File: config.mk
export PLATFORM = sky130hd
export DESIGN_NAME = pipelineCpu
export DESIGN_NICKNAME = d
export VERILOG_FILES = /design/src/design/cpuPkg.sv /design/src/design/decodeStage.sv /design/src/design/executeStage.sv /design/src/design/fetchStage.sv /design/src/design/hazardUnit.sv /design/src/design/memoryStage.sv /design/src/design/pipelineCpu.sv
export SDC_FILE = /design/constraint.sdc
export NUM_CORES = 2
export LEC_CHECK = 0
export BUFFER_PORTS_ARGS = -buffer_cell sky130_fd_sc_hd__buf_2
export CAP_MARGIN = 20
export CORE_MARGIN = 5
export CORE_UTILIZATION = 35
export DETAILED_ROUTE_END_ITERATION = 8
export GPL_TIMING_DRIVEN = 0
export SYNTH_ARGS = -nofsm -noshare
export SYNTH_HDL_FRONTEND = slang
export SYNTH_MEMORY_MAX_BITS = 65536
export SYNTH_SLANG_ARGS = --single-unit
File: constraint.sdc
create_clock -name clk -period 5.09 [get_ports clk]
set_clock_uncertainty 0.2 [all_clocks]
set_input_delay 0.509 -clock clk [delete_from_list [all_inputs] [get_ports clk]]
set_output_delay 0.509 -clock clk [all_outputs]
set_load 0.02 [all_outputs]
File: src/design/cpuPkg.sv
// Shared widths, encodings and the instruction word layout of the 16-bit core
// Register 0 is an ordinary register, nothing is hardwired to zero
// Data memory is word addressed through address bits 8 to 1
package cpuPkg;

  // Datapath and storage sizes
  localparam int DataWidth    = 16;
  localparam int RegAddrWidth = 3;
  localparam int DmemDepth    = 256;
  localparam int OpcodeWidth  = 5;

  // Opcodes, top five bits of every instruction
  localparam logic [OpcodeWidth-1:0] OpHalt = 5'b00000;
  localparam logic [OpcodeWidth-1:0] OpNop  = 5'b00001;
  localparam logic [OpcodeWidth-1:0] OpAddi = 5'b01000;
  localparam logic [OpcodeWidth-1:0] OpSubi = 5'b01001;
  localparam logic [OpcodeWidth-1:0] OpBeqz = 5'b01100;
  localparam logic [OpcodeWidth-1:0] OpBnez = 5'b01101;
  localparam logic [OpcodeWidth-1:0] OpSt   = 5'b10000;
  localparam logic [OpcodeWidth-1:0] OpLd   = 5'b10001;
  localparam logic [OpcodeWidth-1:0] OpAlu  = 5'b11011;

  // R-format function codes
  localparam logic [1:0] FnAdd = 2'd0;
  localparam logic [1:0] FnSub = 2'd1;
  localparam logic [1:0] FnXor = 2'd2;
  localparam logic [1:0] FnAnd = 2'd3;

  // Execute operand source, EX/MEM wins over MEM/WB
  localparam logic [1:0] FwdNone  = 2'd0;
  localparam logic [1:0] FwdExMem = 2'd1;
  localparam logic [1:0] FwdMemWb = 2'd2;

  // One instruction word, view picked by opcode
  typedef union packed {
    struct packed {
      logic [OpcodeWidth-1:0]  opcode;
      logic [RegAddrWidth-1:0] rs;
      logic [RegAddrWidth-1:0] rt;
      logic [RegAddrWidth-1:0] rd;
      logic [1:0]              funct;
    } r;
    struct packed {
      logic [OpcodeWidth-1:0]  opcode;
      logic [RegAddrWidth-1:0] rs;
      logic [RegAddrWidth-1:0] rd;
      logic [4:0]              imm5;
    } i;
    struct packed {
      logic [OpcodeWidth-1:0]  opcode;
      logic [RegAddrWidth-1:0] rs;
      logic [7:0]              imm8;
    } b;
  } instrT;

endpackage

File: src/design/decodeStage.sv
`timescale 1ns/1ps
// Decode stage with register file and ID/EX register
// Register file writes before it reads, so a writeback in this cycle is bypassed
// Stall, flush and invalid IF/ID all turn into an ID/EX bubble
// haltSeen stays high once HALT has moved into ID/EX
module decodeStage (
  input  logic                            clk,
  input  logic                            rst,
  input  cpuPkg::instrT                   ifidInstr,
  input  logic [cpuPkg::DataWidth-1:0]    ifidPcNext,
  input  logic                            ifidValid,
  input  logic                            stallDecode,
  input  logic                            branchTaken,
  input  logic                            wbValid,
  input  logic [cpuPkg::RegAddrWidth-1:0] wbReg,
  input  logic [cpuPkg::DataWidth-1:0]    wbData,
  output logic                            haltSeen,
  output cpuPkg::instrT                   idexInstr,
  output logic [cpuPkg::DataWidth-1:0]    idexPcNext,
  output logic [cpuPkg::DataWidth-1:0]    idexRsData,
  output logic [cpuPkg::DataWidth-1:0]    idexRtData,
  output logic [cpuPkg::RegAddrWidth-1:0] idexRd,
  output logic [cpuPkg::DataWidth-1:0]    idexImm,
  output logic                            idexRegWrite,
  output logic                            idexMemRead,
  output logic                            idexMemWrite,
  output logic                            idexAluImm,
  output logic                            idexIsBranch,
  output logic                            idexIsHalt,
  output logic                            idexValid
);
  import cpuPkg::*;

  logic [DataWidth-1:0]    regFile [1 << RegAddrWidth];
  logic [DataWidth-1:0]    rsData;
  logic [DataWidth-1:0]    rtData;
  logic [DataWidth-1:0]    immExt;
  logic [RegAddrWidth-1:0] rdSel;
  logic                    regWrite;
  logic                    memRead;
  logic                    memWrite;
  logic                    aluImm;
  logic                    isBranch;
  logic                    isHalt;
  logic                    loadId;
  logic                    haltLatched;

  // Control decode, I-format unless told otherwise
  always_comb begin
    regWrite = 1'b0;
    memRead  = 1'b0;
    memWrite = 1'b0;
    aluImm   = 1'b0;
    isBranch = 1'b0;
    isHalt   = 1'b0;
    rdSel    = ifidInstr.i.rd;
    immExt   = {{(DataWidth-5){ifidInstr.i.imm5[4]}}, ifidInstr.i.imm5};
    case (ifidInstr.r.opcode)
      OpAlu: begin
        regWrite = 1'b1;
        rdSel    = ifidInstr.r.rd;
      end
      OpAddi, OpSubi: begin
        regWrite = 1'b1;
        aluImm   = 1'b1;
      end
      OpLd: begin
        regWrite = 1'b1;
        memRead  = 1'b1;
        aluImm   = 1'b1;
      end
      OpSt: begin
        memWrite = 1'b1;
        aluImm   = 1'b1;
      end
      OpBeqz, OpBnez: begin
        isBranch = 1'b1;
        // Branch offset from the B view
        immExt   = {{(DataWidth-8){ifidInstr.b.imm8[7]}}, ifidInstr.b.imm8};
      end
      OpHalt: isHalt = 1'b1;
      default: regWrite = 1'b0;
    endcase
  end

  // Register file, written from MEM/WB
  always_ff @(posedge clk) begin
    if (wbValid) begin
      regFile[wbReg] <= wbData;
    end
  end

  // Read ports with write bypass
  // Port B covers rt and the ST data register at the same bits
  assign rsData = (wbValid && wbReg == ifidInstr.r.rs) ? wbData : regFile[ifidInstr.r.rs];
  assign rtData = (wbValid && wbReg == ifidInstr.r.rt) ? wbData : regFile[ifidInstr.r.rt];

  assign loadId   = ifidValid && !stallDecode && !branchTaken;
  assign haltSeen = haltLatched || (ifidValid && isHalt);

  // ID/EX control, cleared on a bubble
  always_ff @(posedge clk) begin
    if (rst) begin
      idexValid    <= 1'b0;
      idexRegWrite <= 1'b0;
      idexMemRead  <= 1'b0;
      idexMemWrite <= 1'b0;
      idexAluImm   <= 1'b0;
      idexIsBranch <= 1'b0;
      idexIsHalt   <= 1'b0;
      haltLatched  <= 1'b0;
    end else begin
      idexValid    <= loadId;
      idexRegWrite <= loadId && regWrite;
      idexMemRead  <= loadId && memRead;
      idexMemWrite <= loadId && memWrite;
      idexAluImm   <= aluImm;
      idexIsBranch <= loadId && isBranch;
      idexIsHalt   <= loadId && isHalt;
      // Sticky only once HALT really enters execute
      haltLatched  <= haltLatched || (loadId && isHalt);
    end
  end

  // ID/EX payload
  always_ff @(posedge clk) begin
    idexInstr  <= ifidInstr;
    idexPcNext <= ifidPcNext;
    idexRsData <= rsData;
    idexRtData <= rtData;
    idexRd     <= rdSel;
    idexImm    <= immExt;
  end

endmodule

File: src/design/executeStage.sv
`timescale 1ns/1ps
// Execute stage with forwarding muxes, ALU, branch resolve and EX/MEM register
// Branches test rs and go to the incremented PC plus twice the offset
// LD and ST addresses are rs plus imm5 through the same adder
module executeStage (
  input  logic                            clk,
  input  logic                            rst,
  input  cpuPkg::instrT                   idexInstr,
  input  logic [cpuPkg::DataWidth-1:0]    idexPcNext,
  input  logic [cpuPkg::DataWidth-1:0]    idexRsData,
  input  logic [cpuPkg::DataWidth-1:0]    idexRtData,
  input  logic [cpuPkg::RegAddrWidth-1:0] idexRd,
  input  logic [cpuPkg::DataWidth-1:0]    idexImm,
  input  logic                            idexRegWrite,
  input  logic                            idexMemRead,
  input  logic                            idexMemWrite,
  input  logic                            idexAluImm,
  input  logic                            idexIsBranch,
  input  logic                            idexIsHalt,
  input  logic                            idexValid,
  input  logic [1:0]                      fwdSelA,
  input  logic [1:0]                      fwdSelB,
  input  logic [cpuPkg::DataWidth-1:0]    memwbData,
  output logic                            branchTaken,
  output logic [cpuPkg::DataWidth-1:0]    branchTarget,
  output logic                            exmemValid,
  output logic [cpuPkg::RegAddrWidth-1:0] exmemRd,
  output logic                            exmemRegWrite,
  output logic                            exmemMemRead,
  output logic                            exmemMemWrite,
  output logic                            exmemIsHalt,
  output logic [cpuPkg::DataWidth-1:0]    exmemAluResult,
  output logic [cpuPkg::DataWidth-1:0]    exmemStoreData
);
  import cpuPkg::*;

  logic [DataWidth-1:0] opA;
  logic [DataWidth-1:0] regB;
  logic [DataWidth-1:0] opB;
  logic [DataWidth-1:0] aluOut;

  // Forwarded operands
  assign opA  = (fwdSelA == FwdExMem) ? exmemAluResult :
                (fwdSelA == FwdMemWb) ? memwbData : idexRsData;
  assign regB = (fwdSelB == FwdExMem) ? exmemAluResult :
                (fwdSelB == FwdMemWb) ? memwbData : idexRtData;
  assign opB  = idexAluImm ? idexImm : regB;

  // Add unless the opcode or funct says otherwise
  always_comb begin
    aluOut = opA + opB;
    if (idexInstr.r.opcode == OpSubi) begin
      aluOut = opA - opB;
    end else if (idexInstr.r.opcode == OpAlu) begin
      case (idexInstr.r.funct)
        FnAdd: aluOut = opA + opB;
        FnSub: aluOut = opA - opB;
        FnXor: aluOut = opA ^ opB;
        FnAnd: aluOut = opA & opB;
      endcase
    end
  end

  // BEQZ takes on zero and BNEZ on nonzero
  assign branchTaken  = idexValid && idexIsBranch &&
                        ((opA == '0) == (idexInstr.b.opcode == OpBeqz));
  assign branchTarget = idexPcNext + {idexImm[DataWidth-2:0], 1'b0};

  // EX/MEM control
  always_ff @(posedge clk) begin
    if (rst) begin
      exmemValid    <= 1'b0;
      exmemRegWrite <= 1'b0;
      exmemMemRead  <= 1'b0;
      exmemMemWrite <= 1'b0;
      exmemIsHalt   <= 1'b0;
    end else begin
      exmemValid    <= idexValid;
      exmemRegWrite <= idexRegWrite;
      exmemMemRead  <= idexMemRead;
      exmemMemWrite <= idexMemWrite;
      exmemIsHalt   <= idexIsHalt;
    end
  end

  // EX/MEM payload with the forwarded rt value as store data
  always_ff @(posedge clk) begin
    exmemRd        <= idexRd;
    exmemAluResult <= aluOut;
    exmemStoreData <= regB;
  end

endmodule

File: src/design/fetchStage.sv
`timescale 1ns/1ps
// Fetch stage, PC register and IF/ID register
// imemData must answer imemAddr combinationally in the same cycle
// A taken branch wins over a load-use stall and over the HALT freeze
module fetchStage (
  input  logic                         clk,
  input  logic                         rst,
  input  logic                         stallDecode,
  input  logic                         haltSeen,
  input  logic                         branchTaken,
  input  logic [cpuPkg::DataWidth-1:0] branchTarget,
  input  logic [cpuPkg::DataWidth-1:0] imemData,
  output logic [cpuPkg::DataWidth-1:0] imemAddr,
  output logic [cpuPkg::DataWidth-1:0] ifidInstr,
  output logic [cpuPkg::DataWidth-1:0] ifidPcNext,
  output logic                         ifidValid
);
  import cpuPkg::*;

  logic [DataWidth-1:0] pc;
  logic [DataWidth-1:0] pcNext;

  // Byte addressed, one word is 2 bytes
  assign pcNext   = pc + DataWidth'(2);
  assign imemAddr = pc;

  always_ff @(posedge clk) begin
    if (rst) begin
      pc        <= '0;
      ifidValid <= 1'b0;
    end else if (branchTaken) begin
      // Redirect and drop the word fetched this cycle
      pc        <= branchTarget;
      ifidValid <= 1'b0;
    end else if (haltSeen && !stallDecode) begin
      // PC frozen behind HALT, decode sees only bubbles
      ifidValid <= 1'b0;
    end else if (!stallDecode) begin
      pc        <= pcNext;
      ifidValid <= 1'b1;
    end
  end

  // IF/ID payload, held while decode stalls
  always_ff @(posedge clk) begin
    if (!stallDecode) begin
      ifidInstr  <= imemData;
      ifidPcNext <= pcNext;
    end
  end

endmodule

File: src/design/hazardUnit.sv
`timescale 1ns/1ps
// Load-use stall detection and execute operand forwarding selects
// Source use is decoded from the IF/ID opcode so HALT and NOP never stall
// A load in EX/MEM is never forwarded since the stall keeps that case away
module hazardUnit (
  input  cpuPkg::instrT                   ifidInstr,
  input  logic                            ifidValid,
  input  cpuPkg::instrT                   idexInstr,
  input  logic                            idexValid,
  input  logic                            idexMemRead,
  input  logic [cpuPkg::RegAddrWidth-1:0] idexRd,
  input  logic [cpuPkg::RegAddrWidth-1:0] exmemRd,
  input  logic                            exmemRegWrite,
  input  logic                            exmemValid,
  input  logic [cpuPkg::RegAddrWidth-1:0] memwbRd,
  input  logic                            memwbRegWrite,
  input  logic                            memwbValid,
  output logic                            stallDecode,
  output logic [1:0]                      fwdSelA,
  output logic [1:0]                      fwdSelB
);
  import cpuPkg::*;

  logic usesRs;
  logic usesRt;

  // Younger source against older destinations
  function automatic logic [1:0] pickSource(input logic [RegAddrWidth-1:0] src);
    logic [1:0] sel;
    sel = FwdNone;
    if (exmemValid && exmemRegWrite && exmemRd == src) begin
      sel = FwdExMem;
    end else if (memwbValid && memwbRegWrite && memwbRd == src) begin
      sel = FwdMemWb;
    end
    return sel;
  endfunction

  // Which register fields the decode instruction reads
  always_comb begin
    usesRs = 1'b1;
    usesRt = 1'b0;
    case (ifidInstr.r.opcode)
      OpAlu, OpSt: usesRt = 1'b1;
      OpHalt, OpNop: usesRs = 1'b0;
      default: usesRt = 1'b0;
    endcase
  end

  // One bubble when the load result is needed right away
  assign stallDecode = ifidValid && idexValid && idexMemRead &&
                       ((usesRs && ifidInstr.r.rs == idexRd) ||
                        (usesRt && ifidInstr.r.rt == idexRd));

  // Selects follow the EX/MEM and MEM/WB destinations as well as ID/EX
  always_comb begin
    fwdSelA = FwdNone;
    fwdSelB = FwdNone;
    if (idexValid) begin
      fwdSelA = pickSource(idexInstr.r.rs);
      fwdSelB = pickSource(idexInstr.r.rt);
    end
  end

endmodule

File: src/design/memoryStage.sv
`timescale 1ns/1ps
// Memory stage with data memory, MEM/WB register and writeback select
// Data memory reads combinationally and writes on the clock edge
// Only address bits 8 to 1 index the memory, higher bits alias
// halted rises with HALT entering MEM/WB and stays high until reset
module memoryStage (
  input  logic                            clk,
  input  logic                            rst,
  input  logic                            exmemValid,
  input  logic [cpuPkg::RegAddrWidth-1:0] exmemRd,
  input  logic                            exmemRegWrite,
  input  logic                            exmemMemRead,
  input  logic                            exmemMemWrite,
  input  logic                            exmemIsHalt,
  input  logic [cpuPkg::DataWidth-1:0]    exmemAluResult,
  input  logic [cpuPkg::DataWidth-1:0]    exmemStoreData,
  output logic                            wbValid,
  output logic [cpuPkg::RegAddrWidth-1:0] wbReg,
  output logic [cpuPkg::DataWidth-1:0]    wbData,
  output logic                            halted
);
  import cpuPkg::*;

  localparam int IndexWidth = $clog2(DmemDepth);

  logic [DataWidth-1:0]  dmem [DmemDepth];
  logic [IndexWidth-1:0] wordIndex;
  logic [DataWidth-1:0]  loadData;

  // Word index from the byte address
  assign wordIndex = exmemAluResult[IndexWidth:1];
  assign loadData  = dmem[wordIndex];

  always_ff @(posedge clk) begin
    if (exmemValid && exmemMemWrite) begin
      dmem[wordIndex] <= exmemStoreData;
    end
  end

  // MEM/WB control
  always_ff @(posedge clk) begin
    if (rst) begin
      wbValid <= 1'b0;
      halted  <= 1'b0;
    end else begin
      wbValid <= exmemValid && exmemRegWrite;
      halted  <= halted || (exmemValid && exmemIsHalt);
    end
  end

  // MEM/WB payload, load data or ALU result
  always_ff @(posedge clk) begin
    wbReg  <= exmemRd;
    wbData <= exmemMemRead ? loadData : exmemAluResult;
  end

endmodule

File: src/design/pipelineCpu.sv
`timescale 1ns/1ps
// Five-stage 16-bit core top level
// imemData must return the word at imemAddr in the same cycle
// wbValid pulses once per retired register write, halted is sticky
module pipelineCpu (
  input  logic                            clk,
  input  logic                            rst,
  output logic [cpuPkg::DataWidth-1:0]    imemAddr,
  input  logic [cpuPkg::DataWidth-1:0]    imemData,
  output logic                            wbValid,
  output logic [cpuPkg::RegAddrWidth-1:0] wbReg,
  output logic [cpuPkg::DataWidth-1:0]    wbData,
  output logic                            halted
);
  import cpuPkg::*;

  // IF/ID and hazard links
  instrT                   ifidInstr;
  logic [DataWidth-1:0]    ifidPcNext;
  logic                    ifidValid;
  logic                    stallDecode;
  logic                    haltSeen;
  logic [1:0]              fwdSelA;
  logic [1:0]              fwdSelB;
  logic                    branchTaken;
  logic [DataWidth-1:0]    branchTarget;

  // ID/EX
  instrT                   idexInstr;
  logic [DataWidth-1:0]    idexPcNext;
  logic [DataWidth-1:0]    idexRsData;
  logic [DataWidth-1:0]    idexRtData;
  logic [RegAddrWidth-1:0] idexRd;
  logic [DataWidth-1:0]    idexImm;
  logic                    idexRegWrite;
  logic                    idexMemRead;
  logic                    idexMemWrite;
  logic                    idexAluImm;
  logic                    idexIsBranch;
  logic                    idexIsHalt;
  logic                    idexValid;

  // EX/MEM
  logic                    exmemValid;
  logic [RegAddrWidth-1:0] exmemRd;
  logic                    exmemRegWrite;
  logic                    exmemMemRead;
  logic                    exmemMemWrite;
  logic                    exmemIsHalt;
  logic [DataWidth-1:0]    exmemAluResult;
  logic [DataWidth-1:0]    exmemStoreData;

  fetchStage fetchStage_inst (
    .clk(clk), .rst(rst), .stallDecode(stallDecode), .haltSeen(haltSeen),
    .branchTaken(branchTaken), .branchTarget(branchTarget), .imemData(imemData),
    .imemAddr(imemAddr), .ifidInstr(ifidInstr), .ifidPcNext(ifidPcNext),
    .ifidValid(ifidValid)
  );

  decodeStage decodeStage_inst (
    .clk(clk), .rst(rst), .ifidInstr(ifidInstr), .ifidPcNext(ifidPcNext),
    .ifidValid(ifidValid), .stallDecode(stallDecode), .branchTaken(branchTaken),
    .wbValid(wbValid), .wbReg(wbReg), .wbData(wbData), .haltSeen(haltSeen),
    .idexInstr(idexInstr), .idexPcNext(idexPcNext), .idexRsData(idexRsData),
    .idexRtData(idexRtData), .idexRd(idexRd), .idexImm(idexImm),
    .idexRegWrite(idexRegWrite), .idexMemRead(idexMemRead), .idexMemWrite(idexMemWrite),
    .idexAluImm(idexAluImm), .idexIsBranch(idexIsBranch), .idexIsHalt(idexIsHalt),
    .idexValid(idexValid)
  );

  // wbValid already folds MEM/WB valid and write enable together
  hazardUnit hazardUnit_inst (
    .ifidInstr(ifidInstr), .ifidValid(ifidValid), .idexInstr(idexInstr),
    .idexValid(idexValid), .idexMemRead(idexMemRead), .idexRd(idexRd),
    .exmemRd(exmemRd), .exmemRegWrite(exmemRegWrite), .exmemValid(exmemValid),
    .memwbRd(wbReg), .memwbRegWrite(wbValid), .memwbValid(wbValid),
    .stallDecode(stallDecode), .fwdSelA(fwdSelA), .fwdSelB(fwdSelB)
  );

  executeStage executeStage_inst (
    .clk(clk), .rst(rst), .idexInstr(idexInstr), .idexPcNext(idexPcNext),
    .idexRsData(idexRsData), .idexRtData(idexRtData), .idexRd(idexRd),
    .idexImm(idexImm), .idexRegWrite(idexRegWrite), .idexMemRead(idexMemRead),
    .idexMemWrite(idexMemWrite), .idexAluImm(idexAluImm), .idexIsBranch(idexIsBranch),
    .idexIsHalt(idexIsHalt), .idexValid(idexValid), .fwdSelA(fwdSelA),
    .fwdSelB(fwdSelB), .exmemAluResult(exmemAluResult), .memwbData(wbData),
    .branchTaken(branchTaken), .branchTarget(branchTarget), .exmemValid(exmemValid),
    .exmemRd(exmemRd), .exmemRegWrite(exmemRegWrite), .exmemMemRead(exmemMemRead),
    .exmemMemWrite(exmemMemWrite), .exmemIsHalt(exmemIsHalt),
    .exmemStoreData(exmemStoreData)
  );

  memoryStage memoryStage_inst (
    .clk(clk), .rst(rst), .exmemValid(exmemValid), .exmemRd(exmemRd),
    .exmemRegWrite(exmemRegWrite), .exmemMemRead(exmemMemRead),
    .exmemMemWrite(exmemMemWrite), .exmemIsHalt(exmemIsHalt),
    .exmemAluResult(exmemAluResult), .exmemStoreData(exmemStoreData),
    .wbValid(wbValid), .wbReg(wbReg), .wbData(wbData), .halted(halted)
  );

endmodule

==> run summary <==
Status - finished, violations left
Failing checks - setup timing
Critical Path Source Type - flop
Layout cell share with drive strength beyond 1 - 0.3674
Max IR drop VDD - 0.3536 mV
Core outline area - 0.4856 mm²
Number of max-slew violations in the final report - 0
Main synth FF type - edfxtp_1
Synth Instances - 7471
Number of synthesized flops with an enable pin - 4256
Min-Delay Path Depth - 2
Area share of and/or/nand/nor cells after synthesis - 0.01893
Cell Pwr Density - 481.9 mW/mm²
Reg2Reg Launch Point - executeStage_inst.exmemAluResult[2]$_DFF_P_
FILL cells - 41273
Post-route fraction of the period consumed by the critical path - 1.070
Nature of the critical path endpoint - flop
Post-layout min period - 5444 ps
Complex-gate fraction of the synthesized area - 0.01379
Number of remaining DRC errors - 0
Root buf cell - clkbuf_16
Clock transition at the register clock pins on the worst setup and hold paths after CTS - 60 ps
Fin worst setup slack - -354.2 ps
Post-synthesis cell type count - 82
Cell family with the largest share of critical-path delay - buffers and inverters
Slowest library cell on the worst path - mux2i_1
Arrival @ worst endpoint - 6070 ps
GRT Total Usage - 0.2767
First drt pass iteration count - 6
ANT nets after route - 0
Clock latency of the later-clocked register in the worst-skew pair - 1100 ps
Logic depth of the worst register-to-register path - 11
Hold_sp - imemData[4]
Sequential fraction of the synthesis area - 0.7646
Routed length per instance - 46.20 µm
Actual transition at the worst max-transition pin - 1328 ps
Mux cell area share after synthesis - 0.1845
Hold path endpoint - fetchStage_inst.ifidInstr[4]$_DFFE_PN_
Unrepaired setup endpoints after global routing - yes
TritonCTS clock tree - yes
Most frequent cells in the layout - 4256 x edfxtp_1, 1356 x mux4_2, 428 x clkbuf_16, 192 x nor2_2, 186 x buf_16
Die Span Y - 707.8 µm
Number of top-level pins - 55
Xor/xnor share of the synthesized area - 0.003341
Aggregate routed wire length - 708100 µm
Classification of the worst setup path - reg -> reg
Critical Path Max Stage Delay - 660 ps
Die X - 707.8 µm
Final TNS setup - -64460 ps
Minimum setup slack after placement - -2366 ps
Vias in the first global route - 88961
Type of the tightest min-delay check - in -> reg
Starting DRT DRC Count - 18731
Max Clk Rate - 183.7 MHz
CP Buf/Inv Count - 5
Adder and majority gate portion of the synthesized area - 0.004024
Die footprint - 0.5009 mm²
Max Fanout on Critical Path - 10
RD Place Congestion - 1.012
Critical path cell sequence - clkbuf_2 -> clkbuf_2 -> buf_2 -> buf_12 -> mux4_2 -> mux4_2 -> mux2i_1 -> o311ai_1 -> nor4_1 -> buf_2 -> a21oi_1
Number of nets produced by synthesis - 7542
Critical path data required time - 5720 ps
Synth warn - 0
Relative slew slack - 0.1145
Avg Inst Size Synth - 22.81 µm²
Vias - 96576
Netlist area before placement - 0.1704 mm²
Num CTS Buffers - 422
Number of hold violations in the final report - 0
Post-synthesis sequential element count - 4380
Main combinational cell family by area after synthesis - multiplexers
Count of standard-cell rows - 256
Reg-to-reg critical path endpoint - memoryStage_inst.wbData[10]$_DFF_P_
Clock H-tree levels - 5
Leading cell type in the layout, fill and taps excluded - edfxtp_1
Total congestion overflow after global routing - 0
Cell leakage power - 64.46 nW
Setup slack of the worst register-to-register path - -350 ps
Maximum capacitance violations - 0
Area added between synthesis and finish - 20.67%
Port Buffers - 54
Asr flop ratio synth - 0
Power Total - 99.08 mW
Routed via count divided by cell count - 6.302
Antenna violations before repair - 85
Wire length of the first global-routing pass - 902700 µm
Starting utilization of the core area - 0.3509
Number of endpoints failing setup at the final stage - 837
Maximum number of pins on one net before global-route repair - 105
Maximum count of clock buffers along a single path - 4
Clock sink total - 4380
Final net count - 8526
Final HPWL DP - 505300 µm
==> metal layers <==
layer / track usage / vias up / routed length (µm)
met4: 0.1854 / 44 / 57890
met5: 0.01557 / - / 1065
li1: - / 33971 / -
met2: 0.3836 / 8937 / 295500
met3: 0.1345 / 1869 / 115000
met1: 0.3394 / 51755 / 238600
==> through the flow <==
step / cells / util / hold WS, ps / area [µm²]
after global placement: 13975 / 0.3681 / 126.5 / 178700
after detailed placement: 14460 / 0.3918 / 128.7 / 190300
after floorplan: 7471 / - / 123.3 / 170400
after global routing: 15261 / 0.4231 / 38.97 / 205500
final: 15325 / 0.4234 / 62.67 / 205600
after CTS: 15252 / 0.4225 / 1.887 / 205100
==> timing repair <==
item,in CTS,in global routing
hold endpoints to repair,24,0
resized for setup,269,73
endpoints found under the setup margin,3315,702
pin swaps,7,12
setup buffers,7,10
hold buffers,24,0
==> Yosys cell counts (51+ instances only) <==
master,number,area share
edfxtp_1,4256,0.75
mux4_2,1356,0.18
nor2_1,355,0.0078
clkbuf_1,237,0.0052
nand2_1,159,0.0035
dfxtp_1,124,0.015
buf_1,110,0.0024
a21oi_1,75,0.0022
nor3_1,61,0.0018
nand3_1,60,0.0018
buf_2,59,0.0017
mux2i_1,59,0.0035
inv_1,51,0.0011
==> flip-flops by register name (all words and copies together) (netlist names), 3 cells and up <==
| name | flops |
|---|---|
| executeStage_inst.exmemRd | 3 |
| executeStage_inst.exmemStoreData | 16 |
| decodeStage_inst.idexImm | 3 |
| decodeStage_inst.regFile | 128 |
| fetchStage_inst.imemAddr | 16 |
| decodeStage_inst.idexInstr | 16 |
| memoryStage_inst.wbReg | 3 |
| fetchStage_inst.ifidInstr | 16 |
| memoryStage_inst.wbData | 16 |
| decodeStage_inst.idexPcNext | 16 |
| memoryStage_inst.dmem | 4096 |
| decodeStage_inst.idexRd | 3 |
| fetchStage_inst.ifidPcNext | 16 |
| executeStage_inst.exmemAluResult | 16 |
==> kinds of logic (layout without fill, tap and decap cells) <==
logic type | Yosys count | after routing
compound gates | 333 | 333
xor+xnor | 65 | 65
fa+ha+maj | 53 | 53
buf+inv | 468 | 1804
flops | 4380 | 4380
mux | 1438 | 1438
other cells | 0 | 68
simple gates | 734 | 734
==> where the power goes <==
part | internal [mW] | total, mW | switching, mW | leakage (nW)
clock | 17.4 | 31.6 | 14.2 | 6.63
sequential | 40.0 | 40.4 | 0.425 | 39.3
combinational | 8.77 | 27.1 | 18.3 | 18.5
==> area by class of cell <==
type,count,area [µm²],area share
clock inverters,259,2501,0.01216
flip-flops and latches,4380,130400,0.6340
plain buffers,388,2380,0.01157
repair buffers,582,10980,0.05342
well taps,6450,8070,0.03925
inverters,58,244.0,0.001187
diodes,68,170.2,0.0008276
multi-input cells,2623,39790,0.1935
clock buffers,517,11110,0.05405
==> worst max path at each step <==
stage | from | endpoint | slack [ps] | depth (start not counted)
floorplan | decodeStage_inst.idexInstr[5]$_DFF_P_ | executeStage_inst.exmemAluResult[14]$_DFF_P_ | 360 | 19
global placement | executeStage_inst.exmemAluResult[4]$_DFF_P_ | memoryStage_inst.dmem[60][0]$_DFFE_PP_ | -5710 | 7
detailed placement | executeStage_inst.exmemAluResult[3]$_DFF_P_ | executeStage_inst.exmemAluResult[14]$_DFF_P_ | -2370 | 18
CTS | executeStage_inst.exmemAluResult[1]$_DFF_P_ | executeStage_inst.exmemAluResult[14]$_DFF_P_ | -190 | 17
global route | executeStage_inst.exmemAluResult[2]$_DFF_P_ | memoryStage_inst.dmem[89][7]$_DFFE_PP_ | -120 | 11
finish | executeStage_inst.exmemAluResult[2]$_DFF_P_ | memoryStage_inst.wbData[10]$_DFF_P_ | -350 | 11
(Power assumes the default switching activity.)
